===== src/cache_macros.svh =====
`ifndef CACHE_MACROS_SVH
`define CACHE_MACROS_SVH

// ==================================================
// address split  tag | index | offset
// ==================================================
`define CACHE_ADDR_W    32
`define CACHE_TAG_W     23
`define CACHE_INDEX_W   6
`define CACHE_OFFSET_W  3

// ==================================================
// storage geometry
// ==================================================
`define CACHE_LINE_W    64  // eight bytes per line
`define CACHE_BYTE_W    8
`define CACHE_SETS      64  // one set per index value

`endif


===== src/cache_pkg.sv =====
`default_nettype none

`include "cache_macros.svh"

package cache_pkg;

  // ==================================================
  // address fields
  // ==================================================
  typedef logic [`CACHE_ADDR_W-1:0]   addr_t;
  typedef logic [`CACHE_TAG_W-1:0]    tag_t;    // address[31:9]
  typedef logic [`CACHE_INDEX_W-1:0]  index_t;  // address[8:3]
  typedef logic [`CACHE_OFFSET_W-1:0] offset_t; // address[2:0]

  // ==================================================
  // data and way selection
  // ==================================================
  typedef logic [`CACHE_LINE_W-1:0] line_t;
  typedef logic [`CACHE_BYTE_W-1:0] byte_t;

  typedef enum logic {
    way0,
    way1
  } way_t;

endpackage

`default_nettype wire


===== src/replace_store.sv =====
`timescale 1ns/1ps
`default_nettype none

`include "cache_macros.svh"

module replace_store (
  input  wire                   clk,
  input  wire                   reset,
  input  wire cache_pkg::index_t index,
  input  wire                   update,
  input  wire                   fill,
  input  wire cache_pkg::way_t  hit_way,
  output cache_pkg::way_t       pred_way,
  output cache_pkg::way_t       fifo_way
);

  import cache_pkg::*;

  // one bit per set, 0 means way0
  logic [`CACHE_SETS-1:0] pred_bits;
  logic [`CACHE_SETS-1:0] fifo_bits;

  // ==================================================
  // update at the end of each lookup
  // ==================================================
  always_ff @(posedge clk) begin
    if (reset) begin
      pred_bits <= '0;
      fifo_bits <= '0;  // first fill goes to way0
    end else if (update) begin
      pred_bits[index] <= hit_way;
      if (fill) begin
        fifo_bits[index] <= ~fifo_bits[index];  // victim alternates
      end
    end
  end

  assign pred_way = way_t'(pred_bits[index]);
  assign fifo_way = way_t'(fifo_bits[index]);

endmodule

`default_nettype wire


===== config.mk =====
export PLATFORM = sky130hd
export DESIGN_NAME = replace_store
export DESIGN_NICKNAME = d
export VERILOG_FILES = /design/src/cache_pkg.sv /design/src/replace_store.sv
export VERILOG_INCLUDE_DIRS = /design/src
export SDC_FILE = /design/constraint.sdc
export NUM_CORES = 1
export LEC_CHECK = 0
export BUFFER_PORTS_ARGS = -buffer_cell sky130_fd_sc_hd__buf_2
export CAP_MARGIN = 20
export CORE_UTILIZATION = 55
export CTS_CLUSTER_DIAMETER = 120
export DETAILED_ROUTE_END_ITERATION = 6
export GPL_TIMING_DRIVEN = 1
export MAX_ROUTING_LAYER = met4
export PLACE_DENSITY = 0.79
export SETUP_SLACK_MARGIN = 0.3
export SYNTH_ARGS = -nofsm -noshare
export SYNTH_HDL_FRONTEND = slang
export SYNTH_SLANG_ARGS = --single-unit

===== constraint.sdc =====
create_clock -name clk -period 3.8 [get_ports clk]
set_clock_uncertainty 0.15 [all_clocks]
set_input_delay 0.57 -clock clk [delete_from_list [all_inputs] [get_ports clk]]
set_output_delay 0.57 -clock clk [all_outputs]
set_load 0.02 [all_outputs]

After elaboration in Yosys (flattened, before gate mapping)
Index checks and enable logic that the tools add are counted.

storage, ports and cells
  memory bits (read-only) = 0
  output and inout port bits = 2
  flip-flop bits (word level) = 128
  memory bits (writable) = 0
  latch bits = 0
  memories = 0

cells by class
  multiplexer cells = 8
  multiply operators = 0
  reduce and logical (&&, ||, !) cells = 2
  add/sub/neg operators = 0
  eq/ne operators = 0
  shift operators = 0
  order comparisons = 2
  bitwise logic cells = 1
  divide/modulo/power cells = 0

operators by type and width
  kind                number
  $bwmux 64           2
  $bmux 1 s6          2
  $lt 6x7->1 const B  1
  $demux 1 s6         1
  $ge 6x1->1 const B  1
  $mux 1              3
  $reduce_and 2->1    1
  $logic_and 1x1->1   1
  $not 1->1           1

Depth between registers and ports, before layout
Gate-level depths: netlist of run 1.

  word-level depth = 5
  depth in mapped cells = 10

Worst setup path after synthesis of run 1
No wires, ideal clock.

  kind = input-to-output
  start point = in index[2]
  end point = out pred_way
  required time = 3.080 ns
  stages on the path = 7
  slack = 0.891 ns
  path buffers = 2
  arrival = 2.189 ns
  cells stage by stage = buf_2 > clkbuf_1 > mux2_2 > a22oi_1 > o211ai_1 > a221oi_1 > nand4_1

on the way
  longest elaborated chain between the ends = 2

ends and longest elaborated chain
  item                          line                 text
  start, declared               replace_store.sv:9   input wire cache_pkg::index_t index,
  $bmux 1 s6                    replace_store.sv:38  assign pred_way = way_t'(pred_bits[index]);
  $mux 1 (not written as such)  replace_store.sv:38
  end, declared                 replace_store.sv:13  output cache_pkg::way_t pred_way,

Every way passes these cells. The select of a mux whose other input is x is not followed.

Final worst setup path of run 1
  start point = in index[0]
  end point = out fifo_way

on the way
  longest elaborated chain between the ends = 2

ends and longest elaborated chain
  item                          line                 text
  $bmux 1 s6                    replace_store.sv:39  assign fifo_way = way_t'(fifo_bits[index]);
  $mux 1 (not written as such)  replace_store.sv:39
  end, declared                 replace_store.sv:14  output cache_pkg::way_t fifo_way

Every way passes these cells. The select of a mux whose other input is x is not followed.

==> flow_summary.ini, run 1 <==
[worst_setup_path]
crit_type = primary input to output port
cpPeakStageDelay_ns = 0.43
path_cells = buf_2 > buf_4 > mux2i_1 > a22oi_1 > nand3_1 > nand4_1 > or2_2 > buf_2
arrival_ns = 2.56
cp_slowest_cell = buf_2
regToRegEndpoint = fifo_bits[26]
r2r_slack_ns = 1.51
end_kind = output port
r2r-start = fifo_bits[31]
reg2reg_depth = 6
crit_required_ns = 3.08
cp_common_cell = buf_2
worst-path-max-fanout = 16
startpoint_type = primary input

[yosys]
ys_warn_count = 0
synth_edf_count = 0
syn_area_per_cell_um2 = 9.15
syn_inst = 765
synth_common_cells = dfxtp_1 (128), nand3_1 (78), nand2_1 (73)
synthFlopType = dfxtp_1
async_flop_share_pct = 0
yosysMostFrequentCell = dfxtp_1
syn_area_um2 = 7000
ys_seq_area_share_pct = 36.6
yosysUniqueCellTypes = 41
synthTopCellsByArea = dfxtp_1 (37%), o41ai_2 (11%), nand3b_1 (7.2%), nand3_1 (5.6%), mux2i_1 (5.0%)
synth_fp_nets = 776
yosysTopAreaCellShare_pct = 36.6
synth_area_leader_cell = dfxtp_1
ys_seq_elements = 128

[clock_network]
cts_tree = built
clkSinkCount = 128
cts_root_buffer = clkbuf_16
insertion_delay_ns = 0.43
cts_buffers = 17
clk_pin_slew_ns = 0.05
clock_path_buffers = 2
htree_levels = 4
cts_setup_buffers = 0

[timing]
maxSlewHeadroom_pct = 26.3
finalHoldViolations = 0
worst_slack_ns = 0.518
fin_tns_setup_ns = 0
setup_viol = 0
fmax_mhz = 305
fin_crit_ns = 3.28
rsz0062_at_grt = false
finalCritPeriodShare_pct = 86.4
worstMarginPinSlew_ns = 1.11
slew_violations = 0

[final_layout]
drive_gt1_share_pct = 18.9
layout.cells.non_filler = 914
nets = 744
fillers = 1001
syn_to_final_growth_pct = 8.33
stdcell_area_um2 = 7580
diodes = 0

[detailed_routing]
drtPass1Iterations = 5
final_antenna_net_count = 0
wl_per_cell_um = 21.4
drc = 0
num_vias = 6379
routed.top_layer = met4
dr_wl_met3_um = 2000
first_iter_violations = 890
route.met2.wl_um = 9050
drt-vias-per-instance = 6.98
drt-met1-wl_um = 7830
drt-total-wl_um = 19600

[global_route]
antenna_found_initial = 0
track_usage_pct = 32.1
overflow = 0
grt_max_degree = 138
grt_pass1_vias = 6145
grt_pass1_wl_um = 31500

[min_path]
hold_start = pred_bits[31]
hold_path_depth = 2
hold_end = pred_bits[31]
hp-class = flop to flop

[placed_design]
io_buffer_count = 12
place_ws_ns = 0.357
gp_congestion = 0.885
hpwl_um = 11800
placed_cell_area_um2 = 6990
dp.cells = 882

[power]
power.density_nw_per_um2 = 430
vdd_drop_max_mv = 0.299
leakage_nw = 2.68

[floorplan]
dieArea_um2 = 13200
ioPinCount = 13
rows = 40
die_height_um = 115
core_area_um2 = 12200
die_w_um = 115
start_util_pct = 57.3

[outcome]
status = finished, final reports clean

[job]
cap_violations = 0
-- per-layer routing --
metal,vias to the layer above,global-route usage [%]
met4,0,16.7
met1,3095,40.1
met2,389,47.6
li1,2817,-
met5,-,-
met3,78,8.33
-- kinds of logic (layout without fill, tap and decap cells) --
kind of cell	count (synthesis)	count (layout)	synth area share, %
compound gates	229	229	26.2
flops	128	128	36.6
mux	51	51	8.87
simple gates	269	269	21.6
buf+inv	88	69	6.68
-- metrics by stage --
| step | power [mW] | hold WS [ns] | utilization [%] |
|---|---|---|---|
| 6_report | 3.26 | 0.326 | 62.1 |
| 3_3_place_gp | 1.65 | 0.308 | 57.3 |
| 3_5_place_dp | 1.66 | 0.318 | 57.3 |
| 4_1_cts | 3.26 | 0.327 | 62.1 |
| 5_1_grt | 3.34 | 0.345 | 62.1 |
| 2_1_floorplan | 1.60 | 0.299 | - |
-- how the worst max path moves through the flow --
stage,startpoint,end,cells past startpoint
after floorplan,index[2],pred_way,7
after global placement,index[1],fifo_way,7
after detailed placement,index[1],fifo_way,7
after CTS,index[1],fifo_way,7
after global routing,index[0],pred_way,8
final,index[0],fifo_way,8
-- repair_timing --
| action | CTS | global route |
|---|---|---|
| gates resized for setup | 0 | 1 |
| hold buffers | 0 | 0 |
| endpoints found under the setup margin | 0 | 1 |
-- where the power goes --
group | leakage, nW | switching, mW | total (mW) | internal (mW)
sequential | 1.03 | 0.00265 | 1.35 | 1.35
clock | 0.291 | 0.578 | 1.63 | 1.05
combinational | 1.35 | 0.215 | 0.284 | 0.0691
-- cell usage in the layout, fill, tap and decap left out, types with 2 or more instances in the layout --
cell type | synthesis | routed
nor3b_1 | 4 | 4
and3b_1 | 3 | 3
and3_1 | 2 | 2
nor3b_2 | 2 | 2
nor3_2 | 2 | 2
nor2_2 | 5 | 5
a22oi_1 | 20 | 20
and2_0 | 4 | 4
nand3b_1 | 67 | 67
mux2_2 | 8 | 8
a31oi_1 | 2 | 2
mux4_2 | 8 | 8
o21ai_0 | 66 | 66
clkbuf_16 | 0 | 17
bufinv_16 | 0 | 2
dfxtp_1 | 128 | 128
buf_2 | 12 | 11
or3b_2 | 2 | 2
mux2i_1 | 35 | 35
nand2_1 | 73 | 73
a21oi_1 | 67 | 67
o22ai_1 | 3 | 3
nand4_1 | 4 | 4
nor2b_1 | 8 | 7
o41ai_1 | 15 | 15
clkbuf_8 | 0 | 5
clkinv_2 | 0 | 3
and2_1 | 5 | 5
clkbuf_1 | 44 | 5
nand3_1 | 78 | 78
buf_4 | 9 | 24
nand2b_1 | 3 | 3
a221oi_1 | 5 | 5
nor2_1 | 4 | 4
o41ai_2 | 49 | 49
-- final cells by class --
| class | instances | area [um^2] | area share (%) |
|---|---|---|---|
| repair buffers | 36 | 246 | 3.25 |
| flip-flops and latches | 128 | 2560 | 33.8 |
| multi-input cells | 549 | 3970 | 52.4 |
| clock inverters | 5 | 75.1 | 0.990 |
| well taps | 168 | 210 | 2.77 |
| inverters | 1 | 3.75 | 0.0495 |
| clock buffers | 27 | 513 | 6.76 |
-- registers in the layout (all words and copies together), names as in the netlist --
signal     flops
pred_bits     64
fifo_bits     64
-- critical path: cells and delay by family --
| family | cells | cell delay, ns |
|---|---|---|
| and+or+nand+nor | 3 | 0.65 |
| buffers and inverters | 3 | 0.96 |
| muxes | 1 | 0.26 |
| AOI/OAI and AO/OA | 1 | 0.11 |
Power figures use the tool's default switching activity.
==> inputs of run 2 (changes only) <==
--- a/config.mk
+++ b/config.mk
@@ -6,7 +6,7 @@
 export SDC_FILE = /design/constraint.sdc
 export NUM_CORES = 1
 export LEC_CHECK = 0
-export BUFFER_PORTS_ARGS = -buffer_cell sky130_fd_sc_hd__buf_2
+export BUFFER_PORTS_ARGS = -buffer_cell sky130_fd_sc_hd__buf_4
 export CAP_MARGIN = 20
 export CORE_UTILIZATION = 55
 export CTS_CLUSTER_DIAMETER = 120
==> flow_summary.ini, run 2 (same netlist as run 1, synthesis figures left out) <==
[global_route]
grt_pass1_vias = 6011
antenna_found_initial = 0
overflow = 0
grt_pass1_wl_um = 30800
grt_max_degree = 65
track_usage_pct = 31.6

[placed_design]
gp_congestion = 0.908
placed_cell_area_um2 = 7020
hpwl_um = 11600
io_buffer_count = 12
dp.cells = 880

[clock_network]
cts_setup_buffers = 0
cts_root_buffer = clkbuf_16
clkSinkCount = 128
cts_buffers = 17
htree_levels = 4
insertion_delay_ns = 0.42
postCtsHoldBufs = 0
cts_tree = built
clk_pin_slew_ns = 0.05
clock_path_buffers = 2

[worst_setup_path]
reg2reg_depth = 6
path_cells = buf_4 > nor2b_1 > a22oi_1 > nand3_1 > nand4_1 > or2_2 > buf_4
crit_required_ns = 3.08
cpPeakStageDelay_ns = 0.70
critPathTopFamily = simple AND/OR/NAND/NOR gates
cp_common_cell = buf_4
regToRegEndpoint = fifo_bits[48]
cp_num_buf_inv = 2
crit_type = primary input to output port
worst-path-max-fanout = 35
startpoint_type = primary input
r2r-start = fifo_bits[46]
end_kind = output port
r2r_slack_ns = 1.50
arrival_ns = 2.68
cp_slowest_cell = nor2b_1

[outcome]
status = finished, final reports clean

[final_layout]
fillers = 1042
largest_registers = fifo_bits: 64 flops, pred_bits: 64 flops
drive_gt1_share_pct = 18.7
diodes = 0
stdcell_area_um2 = 7600
syn_to_final_growth_pct = 8.51
layout.cells.non_filler = 911
final_cell_mix = dfxtp_1 (128), nand3_1 (78), nand2_1 (73)
nets = 742
final_common_cell = dfxtp_1

[timing]
setup_viol = 0
fin_tns_setup_ns = 0
finalCritPeriodShare_pct = 89.5
fin_crit_ns = 3.40
finalHoldViolations = 0
worstMarginPinSlew_ns = 0.964
rsz0062_at_grt = false
slew_violations = 0
fmax_mhz = 294
maxSlewHeadroom_pct = 35.7

[detailed_routing]
drc = 0
wl_per_cell_um = 21.5
final_antenna_net_count = 0
drtPass1Iterations = 5
num_vias = 6292
first_iter_violations = 1050
drt-total-wl_um = 19600
drt-vias-per-instance = 6.91

[power]
power.density_nw_per_um2 = 427
vdd_drop_max_mv = 0.340
leakage_nw = 2.68

[floorplan]
dieArea_um2 = 13200
die_height_um = 115
rows = 40
die_w_um = 115
core_area_um2 = 12200
ioPinCount = 13
start_util_pct = 57.3

[min_path]
hold_start = pred_bits[8]
hold_path_depth = 2
hp-class = flop to flop
hold_end = pred_bits[8]

[job]
cap_violations = 0
## run 2: cell types whose count changed in the layout (fill, tap and decap cells not counted)
| cell | change |
|---|---|
| buf_12 | +1 |
| buf_2 | -11 |
| buf_4 | +8 |
| clkbuf_1 | -1 |
| clkbuf_8 | -1 |
| clkinv_2 | +1 |
## run 2: per-layer routing
metal / GRT usage, % / wire, um / vias to the layer above
li1: - / - / 2804
met1: 40.0 / 7880 / 3053
met2: 47.5 / 9010 / 378
met3: 7.17 / 2020 / 57
met4: 15.8 / 655 / 0
met5: - / 0 / -
## run 2: cell type report
cell class              count  area (um^2)  share of cell area, %
flip-flops and latches    128         2560                   33.7
repair buffers             34          272                   3.57
inverters                   1         3.75                 0.0494
multi-input cells         549         3970                   52.3
clock buffers              25          495                   6.52
clock inverters             6         80.1                   1.05
well taps                 168          210                   2.77
## run 2: worst max path at each step
stage               startpoint       endpoint  cells past startpoint
finish                index[2]       fifo_way                      7
global route          index[0]       pred_way                      7
CTS                   index[1]       fifo_way                      7
detailed placement    index[1]  fifo_bits[48]                      7
global placement      index[1]       fifo_way                      7
floorplan             index[2]       pred_way                      7
## run 2: metrics by stage
step	utilization (%)	power (mW)	setup slack (ns)	hold WS (ns)
after global placement	57.5	1.65	0.420	0.308
after global routing	62.2	3.32	0.307	0.339
after CTS	62.2	3.24	0.383	0.323
final	62.2	3.24	0.400	0.324
after floorplan	-	1.60	0.891	0.299
after detailed placement	57.5	1.66	0.386	0.315
## run 2: power by group
group	internal (mW)	total (mW)	switching, mW
Clock	1.03	1.61	0.580
Combinational	0.0725	0.287	0.215
Sequential	1.35	1.35	0.00271
## run 2: timing repair
| action | CTS | global route |
|---|---|---|
| endpoints found under the hold margin | 0 | 0 |
| setup endpoints to repair | 0 | 1 |
| resized for setup | 0 | 1 |
## run 2: tightest hold or removal path: stages (launching register included)
cell and delay (ns):
dfxtp_1 0.30, o21ai_0 0.06, a21oi_1 0.06
