## src/cache_macros.svh

```systemverilog
`ifndef CACHE_MACROS_SVH
`define CACHE_MACROS_SVH

// ==================================================
// address split  tag | index | offset
// ==================================================
`define CACHE_ADDR_W    32
`define CACHE_TAG_W     23
`define CACHE_INDEX_W   6
`define CACHE_OFFSET_W  3

// ==================================================
// storage geometry
// ==================================================
`define CACHE_LINE_W    64  // eight bytes per line
`define CACHE_BYTE_W    8
`define CACHE_SETS      64  // one set per index value

`endif

```

## src/cache_pkg.sv

```systemverilog
`default_nettype none

`include "cache_macros.svh"

package cache_pkg;

  // ==================================================
  // address fields
  // ==================================================
  typedef logic [`CACHE_ADDR_W-1:0]   addr_t;
  typedef logic [`CACHE_TAG_W-1:0]    tag_t;    // address[31:9]
  typedef logic [`CACHE_INDEX_W-1:0]  index_t;  // address[8:3]
  typedef logic [`CACHE_OFFSET_W-1:0] offset_t; // address[2:0]

  // ==================================================
  // data and way selection
  // ==================================================
  typedef logic [`CACHE_LINE_W-1:0] line_t;
  typedef logic [`CACHE_BYTE_W-1:0] byte_t;

  typedef enum logic {
    way0,
    way1
  } way_t;

endpackage

`default_nettype wire

```

## src/ctrl_pkg.sv

```systemverilog
`default_nettype none

package ctrl_pkg;

  // lookup sequence, one cycle per state
  typedef enum logic [1:0] {
    predict,    // compare the predicted way
    alternate,  // compare the other way
    fill,       // load data_line into the FIFO victim
    done        // write_ready strobe
  } lookup_state_t;

endpackage

`default_nettype wire

```

## src/lookup_ctrl.sv

```systemverilog
`timescale 1ns/1ps
`default_nettype none

`include "cache_macros.svh"

module lookup_ctrl (
  input  wire                    clk,
  input  wire                    reset,
  input  wire cache_pkg::tag_t   tag,
  input  wire cache_pkg::offset_t offset,
  input  wire cache_pkg::line_t  data_line,
  input  wire cache_pkg::line_t  rd_data0,
  input  wire cache_pkg::line_t  rd_data1,
  input  wire cache_pkg::tag_t   rd_tag0,
  input  wire cache_pkg::tag_t   rd_tag1,
  input  wire                    rd_valid0,
  input  wire                    rd_valid1,
  input  wire cache_pkg::way_t   pred_way,
  input  wire cache_pkg::way_t   fifo_way,
  output logic [1:0]             fill_en,
  output cache_pkg::tag_t        fill_tag,
  output cache_pkg::line_t       fill_data,
  output logic                   update,
  output logic                   fill,
  output cache_pkg::way_t        hit_way,
  output logic                   write_ready,
  output cache_pkg::byte_t       data_out
);

  import cache_pkg::*;
  import ctrl_pkg::*;

  lookup_state_t state;
  line_t         line_q;   // line that serves the lookup
  way_t          way_q;    // way that served it
  logic          fill_q;   // lookup ended with a fill

  line_t      way_data [2];
  tag_t       way_tag  [2];
  logic [1:0] way_valid;
  way_t       alt_way;
  logic       pred_hit;
  logic       alt_hit;
  byte_t      byte_sel;

  // ==================================================
  // hit detection
  // ==================================================
  assign way_data[0] = rd_data0;
  assign way_data[1] = rd_data1;
  assign way_tag[0]  = rd_tag0;
  assign way_tag[1]  = rd_tag1;
  assign way_valid   = {rd_valid1, rd_valid0};

  assign alt_way = way_t'(~pred_way);

  // each way is judged by its own valid bit
  assign pred_hit = way_valid[pred_way] && (way_tag[pred_way] == tag);
  assign alt_hit  = way_valid[alt_way] && (way_tag[alt_way] == tag);

  // ==================================================
  // lookup FSM
  // ==================================================
  // the fill port hides the state literal, hence the scoped ctrl_pkg::fill
  always_ff @(posedge clk) begin
    if (reset) begin
      state  <= predict;
      way_q  <= way0;
      fill_q <= 1'b0;
    end else begin
      case (state)
        predict: begin
          way_q  <= pred_way;
          fill_q <= 1'b0;
          if (pred_hit) begin
            state <= done;
          end else begin
            state <= alternate;
          end
        end
        alternate: begin
          way_q <= alt_way;
          if (alt_hit) begin
            state <= done;
          end else begin
            state <= ctrl_pkg::fill;
          end
        end
        ctrl_pkg::fill: begin
          way_q  <= fifo_way;  // prediction follows the new line
          fill_q <= 1'b1;
          state  <= done;
        end
        default: begin
          state <= predict;  // done lasts one cycle
        end
      endcase
    end
  end

  // serving line, captured from whichever source the state looks at
  always_ff @(posedge clk) begin
    case (state)
      predict:        line_q <= way_data[pred_way];
      alternate:      line_q <= way_data[alt_way];
      ctrl_pkg::fill: line_q <= data_line;  // byte comes from the new line
      default:        line_q <= line_q;
    endcase
  end

  // ==================================================
  // fill port toward the ways
  // ==================================================
  always_comb begin
    fill_en = 2'b00;
    if (state == ctrl_pkg::fill) begin
      fill_en[fifo_way] = 1'b1;  // way writes at the edge leaving fill
    end
  end

  assign fill_tag  = tag;
  assign fill_data = data_line;

  // ==================================================
  // strobe, replacement update and byte select
  // ==================================================
  assign write_ready = (state == done);
  assign update      = (state == done);
  assign fill        = fill_q;
  assign hit_way     = way_q;

  // offset * 8 as a bit position
  assign byte_sel = line_q[{offset, 3'b000} +: `CACHE_BYTE_W];
  assign data_out = write_ready ? byte_sel : '0;

endmodule

`default_nettype wire

```

## config.mk

```make
export PLATFORM = sky130hd
export DESIGN_NAME = lookup_ctrl
export DESIGN_NICKNAME = d
export VERILOG_FILES = /design/src/cache_pkg.sv /design/src/ctrl_pkg.sv /design/src/lookup_ctrl.sv
export VERILOG_INCLUDE_DIRS = /design/src
export SDC_FILE = /design/constraint.sdc
export NUM_CORES = 1
export LEC_CHECK = 0
export BUFFER_PORTS_ARGS = -buffer_cell sky130_fd_sc_hd__buf_2
export CAP_MARGIN = 25
export CORE_AREA = 3 3 143 145
export DETAILED_ROUTE_END_ITERATION = 12
export DIE_AREA = 0 0 146 148
export GPL_TIMING_DRIVEN = 1
export PLACE_DENSITY = 0.68
export SETUP_SLACK_MARGIN = 0.1
export SLEW_MARGIN = 30
export SYNTH_ARGS = -nofsm -noshare
export SYNTH_HDL_FRONTEND = slang
export SYNTH_SLANG_ARGS = --single-unit
```

## constraint.sdc

```tcl
create_clock -name clk -period 6 [get_ports clk]
set_clock_uncertainty 0.1 [all_clocks]
set_input_delay 1.2 -clock clk [delete_from_list [all_inputs] [get_ports clk]]
set_output_delay 1.2 -clock clk [all_outputs]
set_load 0.01 [all_outputs]
```

# Word-level counts from Yosys, hierarchy flattened

Cells that the tools add are included.

Output and inout bits: 101
Logic and storage cells: 51
Flip-flop bits (word level): 68

Equality and inequality tests: 5
Reduce and logical (&&, ||, !) cells: 6
Shift operators: 1
Multiplexer cells: 26
Bitwise gates (word level): 3
Order comparisons: 6

Operator list:

| operator                                                               | count |
|---|---|
| 64-bit two-way mux                                                     | 6 |
| 64-bit one-hot mux with 3 select lines                                 | 1 |
| 23-bit two-way mux                                                     | 6 |
| 64-bit by 7-bit variable part select with 8-bit output                 | 1 |
| 23-bit equality test                                                   | 2 |
| 8-bit two-way mux                                                      | 1 |
| 1-bit by 2-bit < comparator with 1-bit output (second input constant)  | 3 |
| 1-bit two-way mux                                                      | 6 |
| 2-bit one-hot mux with 3 select lines                                  | 1 |
| 2-bit equality test (second input constant)                            | 2 |
| 2-bit greater-or-equal comparator (second input constant)              | 2 |
| 2-bit two-way mux                                                      | 2 |
| 1-bit inverter with 2-bit output                                       | 2 |
| 1-bit logical AND                                                      | 3 |
| 1-bit one-hot mux with 3 select lines                                  | 1 |
| 3-bit nonzero test                                                     | 1 |
| 2-bit by 1-bit equality test with 1-bit output (second input constant) | 1 |
| 2-bit logical NOT                                                      | 1 |
| 1-bit one-hot mux with 2 select lines                                  | 1 |
| 2-bit nonzero test                                                     | 1 |
| 1-bit demux with 1-bit select                                          | 1 |
| 1-bit greater-or-equal comparator (second input constant)              | 1 |
| 1-bit inverter                                                         | 1 |

# Longest topological paths before layout

Gate-level depths: netlist of the first run.

Depth after elaboration: 9
Gate-level depth with buffers: 10
Depth with buffers taken out: 7

# Least setup slack after synthesis of the first run

No wires, ideal clock.

Path kind: input-to-output
From: input offset[0]
To: output data_out[5]
Slack: 2.243 ns
Buffers on the path: 2
Stages on the path: 5
Data required time: 4.700 ns
Arrival time: 2.457 ns
Path through: buf_2 -> buf_2 -> mux4_2 -> mux2i_1 -> nor2b_1

Longest elaborated chain between the ends: 2

RTL lines:

| what                                                   | line               | source |
|---|---|---|
| from (decl)                                            | lookup_ctrl.sv:10  | `input wire cache_pkg::offset_t offset,` |
| 64-bit by 7-bit variable part select with 8-bit output | lookup_ctrl.sv:133 | `` assign byte_sel = line_q[{offset, 3'b000} +: `CACHE_BYTE_W]; `` |
| 8-bit two-way mux                                      | lookup_ctrl.sv:134 | `assign data_out = write_ready ? byte_sel : '0;` |
| to (decl)                                              | lookup_ctrl.sv:27  | `output cache_pkg::byte_t data_out` |

Every way passes these cells.

# Final worst setup path of the first run

From: input offset[0]
To: output data_out[1]

The elaborated chain is that of the path after synthesis.

==> qor.log, run 1 <==
INFO  route          drc=0
INFO  clock_network  clock_latency=0.33ns
INFO  critical_path  critical_path_peak_fanout=16
INFO  yosys          synth_warnings=0
INFO  critical_path  worst-path-buf-inv=2
INFO  floorplan      die_width=146um
INFO  sta            timing.final.max_slew_violations=0
INFO  outcome        outcome=completed
INFO  clock_network  tritoncts=built
INFO  clock_network  post-cts-setup-buffers=0
INFO  clock_network  cts_hold_buffers=0
INFO  floorplan      start_util=33.2%
INFO  critical_path  worst-setup-path-type=primary input to output pin
INFO  placement      placed_area=7720squm
INFO  yosys          syn_avg_cell_area=10.0squm
INFO  cells_and_area area_delta_synth_final=24.7%
INFO  cells_and_area nNetsFinal=1156
INFO  clock_network  post_cts.resized_instances=0
INFO  floorplan      die_ar=21600squm
INFO  yosys          syn_inst=642
INFO  pwr            vdd_drop_max=0.216mV
INFO  route          final_routed_wirelength=23.4mm
INFO  cells_and_area commonest_cells_after_routing_fill_and_taps_aside=buf_2, a21oi_1, edfxtp_1
INFO  cells_and_area finalCoreUtilization=41.4%
INFO  critical_path  highest_cell_delay_on_the_worst_timing_path=0.57ns
INFO  sta            worst_slew_margin_rel=42.0%
INFO  sta            maxClockFrequency=0.258GHz
INFO  sta            unrepaired_setup_endpoints_after_global_routing=no
INFO  cells_and_area fraction_of_final_layout_cells_sized_beyond_drive_strength_1=46.6%
INFO  sta            finalSetupViolCount=0
INFO  critical_path  ff2ff_path_depth=7
INFO  critical_path  crit_slowest_cell=mux4_2
INFO  critical_path  crit_path_cells=buf_2 -> mux4_2 -> mux2i_1 -> nor2b_1 -> buf_2
INFO  clock_network  cts-buffers-inserted=9
INFO  floorplan      row_count=51
INFO  yosys          synth.cell_area=6420squm
INFO  global_route   first_pass_grt_wire_length=33.8mm
INFO  critical_path  setup_crit_end_kind=output pin
INFO  floorplan      design.portCount=371
INFO  sta            final_min_period_over_clock_period=64.7%
INFO  critical_path  critPathMostFrequentCell=buf_2
INFO  clock_network  cts.sink_count=68
INFO  yosys          synthDistinctLibCells=29
INFO  route          dr_vias=6171
INFO  pwr            pwr_density_cell=380nW/um^2
INFO  route          wl_per_cell=20.3um
INFO  pwr            power_leakage=3.81nW
INFO  critical_path  setup.worst_path.start_class=primary input
INFO  clock_network  ctsRootBufferMaster=clkbuf_16
INFO  placement      pre_cts_slack=2.10ns
INFO  global_route   number_of_global_route_vias_before_repair=5902
INFO  flow_run       timing.max_cap.violations=0
INFO  sta            timing_hold_violations_final=0
INFO  critical_path  path_depth=5
INFO  placement      port_buffers=370
INFO  global_route   grt_remaining_overflow=0
INFO  route          detailedRoute.firstPassIterationCount=5
INFO  sta            worst_pin_slew=0.869ns
INFO  cells_and_area layout.cell_area.non_filler=8010squm
INFO  cells_and_area layout.filler_cells=1923
INFO  cells_and_area mostFrequentLayoutCell=buf_2
INFO  floorplan      core_region_area=19300squm
INFO  sta            fin_setup_tns=0ns
INFO  sta            postLayoutSetupSlackWorst=2.12ns
INFO  clock_network  worst_setup_hold_path_clk_slew=0.06ns
INFO  sta            whs=0.395ns
INFO  global_route   grt_start_max_net_pins=97
INFO  pwr            design_power_total=3.04mW
INFO  global_route   grt_usage=20.5%
INFO  yosys          fraction_of_the_yosys_area_taken_by_sequential_cells=31.2%
INFO  sta            post-route-min-period=3.88ns
INFO  route          ant_nets=0
INFO  yosys          ys_ff_latch=68
INFO  floorplan      die_height=148um
INFO  critical_path  crit_required=4.70ns
INFO  route          drt-initial-drc-count=407
INFO  clock_network  htreeDepth=3
INFO  route          viasPerCell=5.36
INFO  yosys          synthesis.nets=917
INFO  critical_path  cp.arrival=2.58ns
INFO  worst_hold_path worstHoldPathCells=2
INFO  critical_path  critical-path-top-delay-family=multiplexers
INFO  global_route   antenna_found_initial=4
INFO  worst_hold_path hold_class=register to register
INFO  placement      place_inst=1135
INFO  cells_and_area final_cells=1152
INFO  placement      detailedPlacementHpwl=19.0mm
INFO  placement      place_congestion=0.859
INFO  clock_network  max-clock-path-buffers=2
==> worst paths after layout <==
path / from / endpoint / slack, ns
worst max-delay path: offset[0] / data_out[1] / 2.12
worst min-delay path: hit_way / hit_way / 0.39
worst max register to register: state[0] / line_q[55] / 2.98
worst min register to register: hit_way / hit_way / 0.39
==> registers in the layout, summed over array words and instances (netlist names) <==
signal,count
hit_way,1
line_q,64
state,2
fill,1
==> final cells by class <==
| type | instances | area [sq um] | share of cell area (%) |
|---|---|---|---|
| Antenna cell | 1 | 2.50 | 0.0313 |
| Multi-Input combinational cell | 421 | 3470 | 43.3 |
| Clock inverter | 7 | 60.1 | 0.750 |
| Timing Repair Buffer | 375 | 1900 | 23.7 |
| Tap cell | 265 | 332 | 4.14 |
| Inverter | 6 | 25.0 | 0.313 |
| Clock buffer | 9 | 225 | 2.81 |
| Sequential cell | 68 | 2000 | 25.0 |
==> synthesized netlist by cell type, drive strengths merged <==
| cell type | number | share of area [%] |
|---|---|---|
| nand2 | 4 | 0.23 |
| nor4 | 10 | 0.97 |
| a21oi | 68 | 5.3 |
| a221oi | 63 | 8.6 |
| nor2 | 3 | 0.18 |
| mux4 | 16 | 5.6 |
| buf | 114 | 13 |
| ha | 5 | 0.97 |
| xnor2 | 40 | 5.5 |
| and2 | 3 | 0.29 |
| xor2 | 4 | 0.55 |
| clkbuf | 33 | 1.9 |
| a21o | 63 | 7.4 |
| mux2 | 2 | 0.35 |
| o21ai | 6 | 0.47 |
| nand4 | 4 | 0.39 |
| a22oi | 63 | 7.4 |
| nor2b | 10 | 0.97 |
| mux2i | 54 | 8.4 |
| dfxtp | 4 | 1.2 |
| a222oi | 1 | 0.16 |
| inv | 6 | 0.35 |
| o2111ai | 2 | 0.27 |
| edfxtp | 64 | 30 |
==> report_power, final <==
group	total, mW	leakage, nW	switching [mW]	internal [mW]
logic	1.53	2.97	0.864	0.665
clock network	0.493	0.131	0.207	0.286
registers	1.02	0.715	0.165	0.856
==> kinds of logic (layout without fill, tap and decap cells) <==
kind of cell / Yosys count / in the layout / share of synthesized area, %
buffers and inverters: 153 / 397 / 14.9
AOI/OAI and AO/OA: 266 / 266 / 29.5
other: 0 / 1 / 0
muxes: 72 / 72 / 14.4
DFF: 68 / 68 / 31.2
and+or+nand+nor: 34 / 34 / 3.04
xor gates and xnor gates: 44 / 44 / 6.00
adders and majority gates: 5 / 5 / 0.974
==> tightest hold or removal path: stages (launching register included) <==
cell and delay [ns]:
dfxtp_1 0.33, a21oi_1 0.06, nor2_1 0.07
==> routing by layer <==
layer  wire length [um]  vias up  part of all wire [%]  track usage (%)
li1                   -     2938                     -                -
met1               8670     2860                    37             23.2
met2              12100      335                    52             37.5
met3               1910       36                   8.1             4.94
met4                748        2                   3.2             7.95
met5                 13        -                 0.056                0
Note: power is estimated with default switching activity, not from simulation.
==> inputs of run 2 (changes only) <==
--- a/config.mk
+++ b/config.mk
@@ -12,7 +12,7 @@
 export DETAILED_ROUTE_END_ITERATION = 12
 export DIE_AREA = 0 0 146 148
 export GPL_TIMING_DRIVEN = 1
-export PLACE_DENSITY = 0.68
+export PLACE_DENSITY = 0.71
 export SETUP_SLACK_MARGIN = 0.1
 export SLEW_MARGIN = 30
 export SYNTH_ARGS = -nofsm -noshare
==> constraint.sdc (replaced) <==
create_clock -name clk -period 3.53 [get_ports clk]
set_clock_uncertainty 0.1 [all_clocks]
set_input_delay 0.706 -clock clk [delete_from_list [all_inputs] [get_ports clk]]
set_output_delay 0.706 -clock clk [all_outputs]
set_load 0.01 [all_outputs]
==> qor.log, run 2 (synthesis gave the netlist of run 1 again) <==
INFO  global_route   number_of_global_route_vias_before_repair=5891
INFO  floorplan      start_util=33.2%
INFO  worst_hold_path hp-start=hit_way
INFO  pwr            design_power_total=5.31mW
INFO  placement      place_congestion=0.864
INFO  clock_network  ctsRootBufferMaster=clkbuf_16
INFO  critical_path  setup.worst_path.start_class=primary input
INFO  sta            worst_slew_margin_rel=45.9%
INFO  cells_and_area fraction_of_final_layout_cells_sized_beyond_drive_strength_1=47.0%
INFO  cells_and_area most_flops_register=line_q
INFO  sta            worst_pin_slew=0.811ns
INFO  pwr            power_leakage=3.87nW
INFO  critical_path  worst-setup-path-type=primary input to output pin
INFO  clock_network  cts_hold_buffers=0
INFO  critical_path  critical_path_peak_fanout=16
INFO  cells_and_area nNetsFinal=1163
INFO  critical_path  reg2reg_to=line_q[32]
INFO  pwr            pwr_density_cell=655nW/um^2
INFO  flow_run       timing.max_cap.violations=0
INFO  critical_path  ff2ff_path_depth=7
INFO  route          drt-initial-drc-count=353
INFO  sta            final_min_period_over_clock_period=82.2%
INFO  clock_network  post_cts.resized_instances=0
INFO  global_route   grt_start_max_net_pins=84
INFO  clock_network  worst_setup_hold_path_clk_slew=0.06ns
INFO  route          detailedRoute.firstPassIterationCount=5
INFO  critical_path  worst_r2r_startpoint=state[0]
INFO  route          viasPerCell=5.37
INFO  floorplan      design.portCount=371
INFO  route          ant_nets=0
INFO  critical_path  setup_crit_end_kind=output pin
INFO  floorplan      row_count=51
INFO  sta            fin_setup_tns=0ns
INFO  outcome        outcome=completed
INFO  clock_network  tritoncts=built
INFO  sta            unrepaired_setup_endpoints_after_global_routing=no
INFO  critical_path  rrSetupSlack=0.86ns
INFO  cells_and_area commonest_cells_after_routing_fill_and_taps_aside=buf_2, a21oi_1, edfxtp_1
INFO  sta            maxClockFrequency=0.345GHz
INFO  worst_hold_path hold-path-endpoint=hit_way
INFO  clock_network  max-clock-path-buffers=2
INFO  critical_path  crit_path_start=offset[0]
INFO  placement      port_buffers=370
INFO  floorplan      die_height=148um
INFO  floorplan      die_width=146um
INFO  global_route   grt_remaining_overflow=0
INFO  clock_network  htreeDepth=3
INFO  critical_path  crit_required=2.72ns
INFO  global_route   grt_usage=20.7%
INFO  clock_network  clock_latency=0.33ns
INFO  critical_path  cp.arrival=2.09ns
INFO  pwr            vdd_drop_max=0.333mV
INFO  worst_hold_path worstHoldPathCells=2
INFO  sta            timing_hold_violations_final=0
INFO  sta            post-route-min-period=2.90ns
INFO  worst_hold_path hold_class=register to register
INFO  cells_and_area reg_top3=line_q x64, state x2
INFO  global_route   first_pass_grt_wire_length=33.8mm
INFO  cells_and_area mostFrequentLayoutCell=buf_2
INFO  route          wl_per_cell=20.5um
INFO  route          drc=0
INFO  cells_and_area max_ffs_per_register=64
INFO  floorplan      die_ar=21600squm
INFO  clock_network  post-cts-setup-buffers=0
INFO  placement      detailedPlacementHpwl=19.5mm
INFO  floorplan      core_region_area=19300squm
INFO  sta            finalSetupViolCount=0
INFO  global_route   antenna_found_initial=3
INFO  cells_and_area area_delta_synth_final=26.1%
INFO  sta            timing.final.max_slew_violations=0
INFO  clock_network  cts.sink_count=68
INFO  route          final_routed_wirelength=23.8mm
INFO  clock_network  cts-buffers-inserted=9
INFO  route          dr_vias=6221
run 2: changes by cell type in the layout (fill, tap and decap cells not counted), sizes merged:
cell	previous run	this run
bufinv	0	1
buf	375	382
inv	9	7
clkinvlp	3	0
clkinv	1	5
run 2: critical path, cell delays in order:
cell     delay (ns)
buf_2          0.40
mux4_2         0.58
mux2i_1        0.19
nor2b_1        0.06
buf_2          0.14
run 2: worst max path at each step:
stage	slack (ns)	endpoint
6_report	0.63	data_out[2]
5_1_grt	0.50	data_out[2]
4_1_cts	0.61	data_out[2]
3_5_place_dp	0.61	data_out[2]
3_3_place_gp	0.66	data_out[2]
2_1_floorplan	0.76	data_out[5]
run 2: metal layers:
metal  vias up  GRT usage (%)  part of all wire, %
li1       2952              -                    -
met1      2934           23.3                   39
met2       306           38.9                   52
met3        29           4.02                  6.9
met4         0           7.01                  2.2
met5         -              0                    0
run 2: final cells by class:
class	count	area, sq um
antenna	1	2.50
sequential	68	2000
multi-input combinational	421	3470
timing repair buffer	382	1970
clock buffer	9	225
tap	265	332
inverter	6	25.0
fill	1918	11200
clock inverter	7	75.1
run 2: through the flow:
step / utilization (%) / std cells / hold slack (ns) / cell area [sq um] / setup slack (ns)
final: 41.9 / 1159 / 0.389 / 8100 / 0.629
after global routing: 41.9 / 1159 / 0.433 / 8100 / 0.501
after global placement: 40.3 / 1142 / 0.368 / 7800 / 0.657
after detailed placement: 40.3 / 1142 / 0.381 / 7800 / 0.612
after floorplan: - / 642 / 0.428 / 6420 / 0.761
after CTS: 41.9 / 1158 / 0.395 / 8100 / 0.607
run 2: report_power, final:
group          switching (mW)  total (mW)  internal [mW]  leakage, nW
Sequential              0.250        1.70           1.45        0.715
Clock                   0.341       0.890          0.550        0.150
Combinational            1.52        2.71           1.20         3.01
Total                    2.11        5.31           3.20         3.87
==> inputs of run 3 (changes only) <==
==> constraint.sdc (replaced) <==
create_clock -name clk -period 2.48 [get_ports clk]
set_clock_uncertainty 0.1 [all_clocks]
set_input_delay 0.496 -clock clk [delete_from_list [all_inputs] [get_ports clk]]
set_output_delay 0.496 -clock clk [all_outputs]
set_load 0.01 [all_outputs]
==> qor.log, run 3 (synthesis gave the netlist of run 1 again) <==
INFO  worst_hold_path hold_class=primary input to register
INFO  clock_network  htreeDepth=3
INFO  placement      place_inst=1146
INFO  critical_path  cp.arrival=1.67ns
INFO  cells_and_area area_delta_synth_final=27.8%
INFO  cells_and_area finalCoreUtilization=42.5%
INFO  outcome        outcome=completed
INFO  clock_network  max-clock-path-buffers=2
INFO  global_route   first_pass_grt_wire_length=33.9mm
INFO  pwr            power_leakage=3.91nW
INFO  clock_network  cts-buffers-inserted=9
INFO  critical_path  worst-setup-path-type=primary input to output pin
INFO  sta            timing.final.max_slew_violations=0
INFO  pwr            design_power_total=7.70mW
INFO  sta            unrepaired_setup_endpoints_after_global_routing=no
INFO  floorplan      start_util=33.2%
INFO  global_route   grt_start_max_net_pins=83
INFO  sta            post-route-min-period=2.26ns
INFO  cells_and_area commonest_cells_after_routing_fill_and_taps_aside=buf_2, a21oi_1, edfxtp_1
INFO  critical_path  crit_path_cells=buf_2 -> buf_12 -> mux4_2 -> mux2i_1 -> nor2b_1 -> buf_2
INFO  route          drc=0
INFO  sta            timing_hold_violations_final=0
INFO  sta            worst_slew_margin_rel=60.0%
INFO  cells_and_area reg_top3=line_q x64, state x2
INFO  cells_and_area max_ffs_per_register=64
INFO  route          detailedRoute.firstPassIterationCount=7
INFO  critical_path  critical_path_peak_fanout=16
INFO  cells_and_area nNetsFinal=1167
INFO  floorplan      core_region_area=19300squm
INFO  pwr            vdd_drop_max=0.449mV
INFO  flow_run       timing.max_cap.violations=0
INFO  global_route   antenna_found_initial=4
INFO  route          dr_vias=6252
INFO  cells_and_area layout.filler_cells=1925
INFO  critical_path  crit_required=1.88ns
INFO  floorplan      row_count=51
INFO  global_route   grt_usage=20.6%
INFO  floorplan      die_height=148um
INFO  cells_and_area mostFrequentLayoutCell=buf_2
INFO  clock_network  tritoncts=built
INFO  critical_path  highest_cell_delay_on_the_worst_timing_path=0.50ns
INFO  critical_path  worst-path-buf-inv=3
INFO  placement      port_buffers=370
INFO  global_route   number_of_global_route_vias_before_repair=5908
INFO  clock_network  ctsRootBufferMaster=clkbuf_16
INFO  cells_and_area final_cells=1164
INFO  cells_and_area fraction_of_final_layout_cells_sized_beyond_drive_strength_1=47.5%
INFO  sta            worst_pin_slew=0.600ns
INFO  route          wl_per_cell=20.3um
INFO  sta            maxClockFrequency=0.442GHz
INFO  critical_path  setup_crit_end_kind=output pin
INFO  cells_and_area most_flops_register=line_q
INFO  route          viasPerCell=5.37
INFO  critical_path  crit_slowest_cell=mux4_2
INFO  clock_network  worst_setup_hold_path_clk_slew=0.06ns
INFO  route          ant_nets=0
INFO  clock_network  cts.sink_count=68
INFO  floorplan      design.portCount=371
INFO  global_route   grt_remaining_overflow=0
INFO  route          drt-initial-drc-count=380
INFO  route          final_routed_wirelength=23.6mm
INFO  critical_path  setup.worst_path.start_class=primary input
INFO  sta            final_min_period_over_clock_period=91.3%
INFO  floorplan      die_ar=21600squm
INFO  clock_network  clock_latency=0.33ns
INFO  sta            finalSetupViolCount=0
INFO  pwr            pwr_density_cell=938nW/um^2
INFO  floorplan      die_width=146um
INFO  placement      place_congestion=0.836
INFO  critical_path  critical-path-top-delay-family=multiplexers
INFO  critical_path  critPathMostFrequentCell=buf_2
INFO  sta            fin_setup_tns=0ns
INFO  placement      detailedPlacementHpwl=19.5mm
-- run 3: path summary, 6_finish.rpt --
kind,slack [ns],to,from,depth (start not counted)
worst max register to register,0.28,line_q[32],state[1],7
worst max-delay path,0.22,data_out[7],offset[0],6
worst min-delay path,0.24,fill,reset,2
worst min register to register,0.40,fill,fill,2
-- run 3: per-layer routing --
| layer | track usage (%) | routed length (um) | vias up |
|---|---|---|---|
| met1 | 23.1 | 9100 | 2942 |
| met2 | 38.1 | 12100 | 316 |
| met5 | 0 | 0 | - |
| met3 | 5.00 | 1870 | 34 |
| li1 | - | - | 2960 |
| met4 | 7.20 | 573 | 0 |
-- run 3: layout make-up --
class | instances | area [sq um] | area share [%]
antenna | 2 | 5.00 | 0.0610
clock buffer | 9 | 225 | 2.74
clock inverter | 7 | 82.6 | 1.01
inverter | 6 | 25.0 | 0.305
multi-input combinational | 421 | 3470 | 42.2
sequential | 68 | 2000 | 24.4
tap | 265 | 332 | 4.04
timing repair buffer | 386 | 2070 | 25.2
-- run 3: metrics by stage --
step,worst slack [ns],cell area (sq um),hold WS [ns]
after floorplan,0.131,6420,0.428
after global placement,0.209,7890,0.376
after detailed placement,0.188,7890,0.388
after CTS,0.149,8200,0.230
after global routing,0.100,8210,0.253
final,0.216,8210,0.244
-- run 3: timing repair --
action	4_1_cts	5_1_grt
setup endpoints to repair	0	2
hold buffers	0	0
gates resized for setup	0	3
setup buffers	0	0
-- run 3: where the power goes --
group	total, mW	internal (mW)	switching [mW]
combinational	3.97	1.81	2.16
clock	1.31	0.795	0.519
sequential	2.42	2.07	0.351
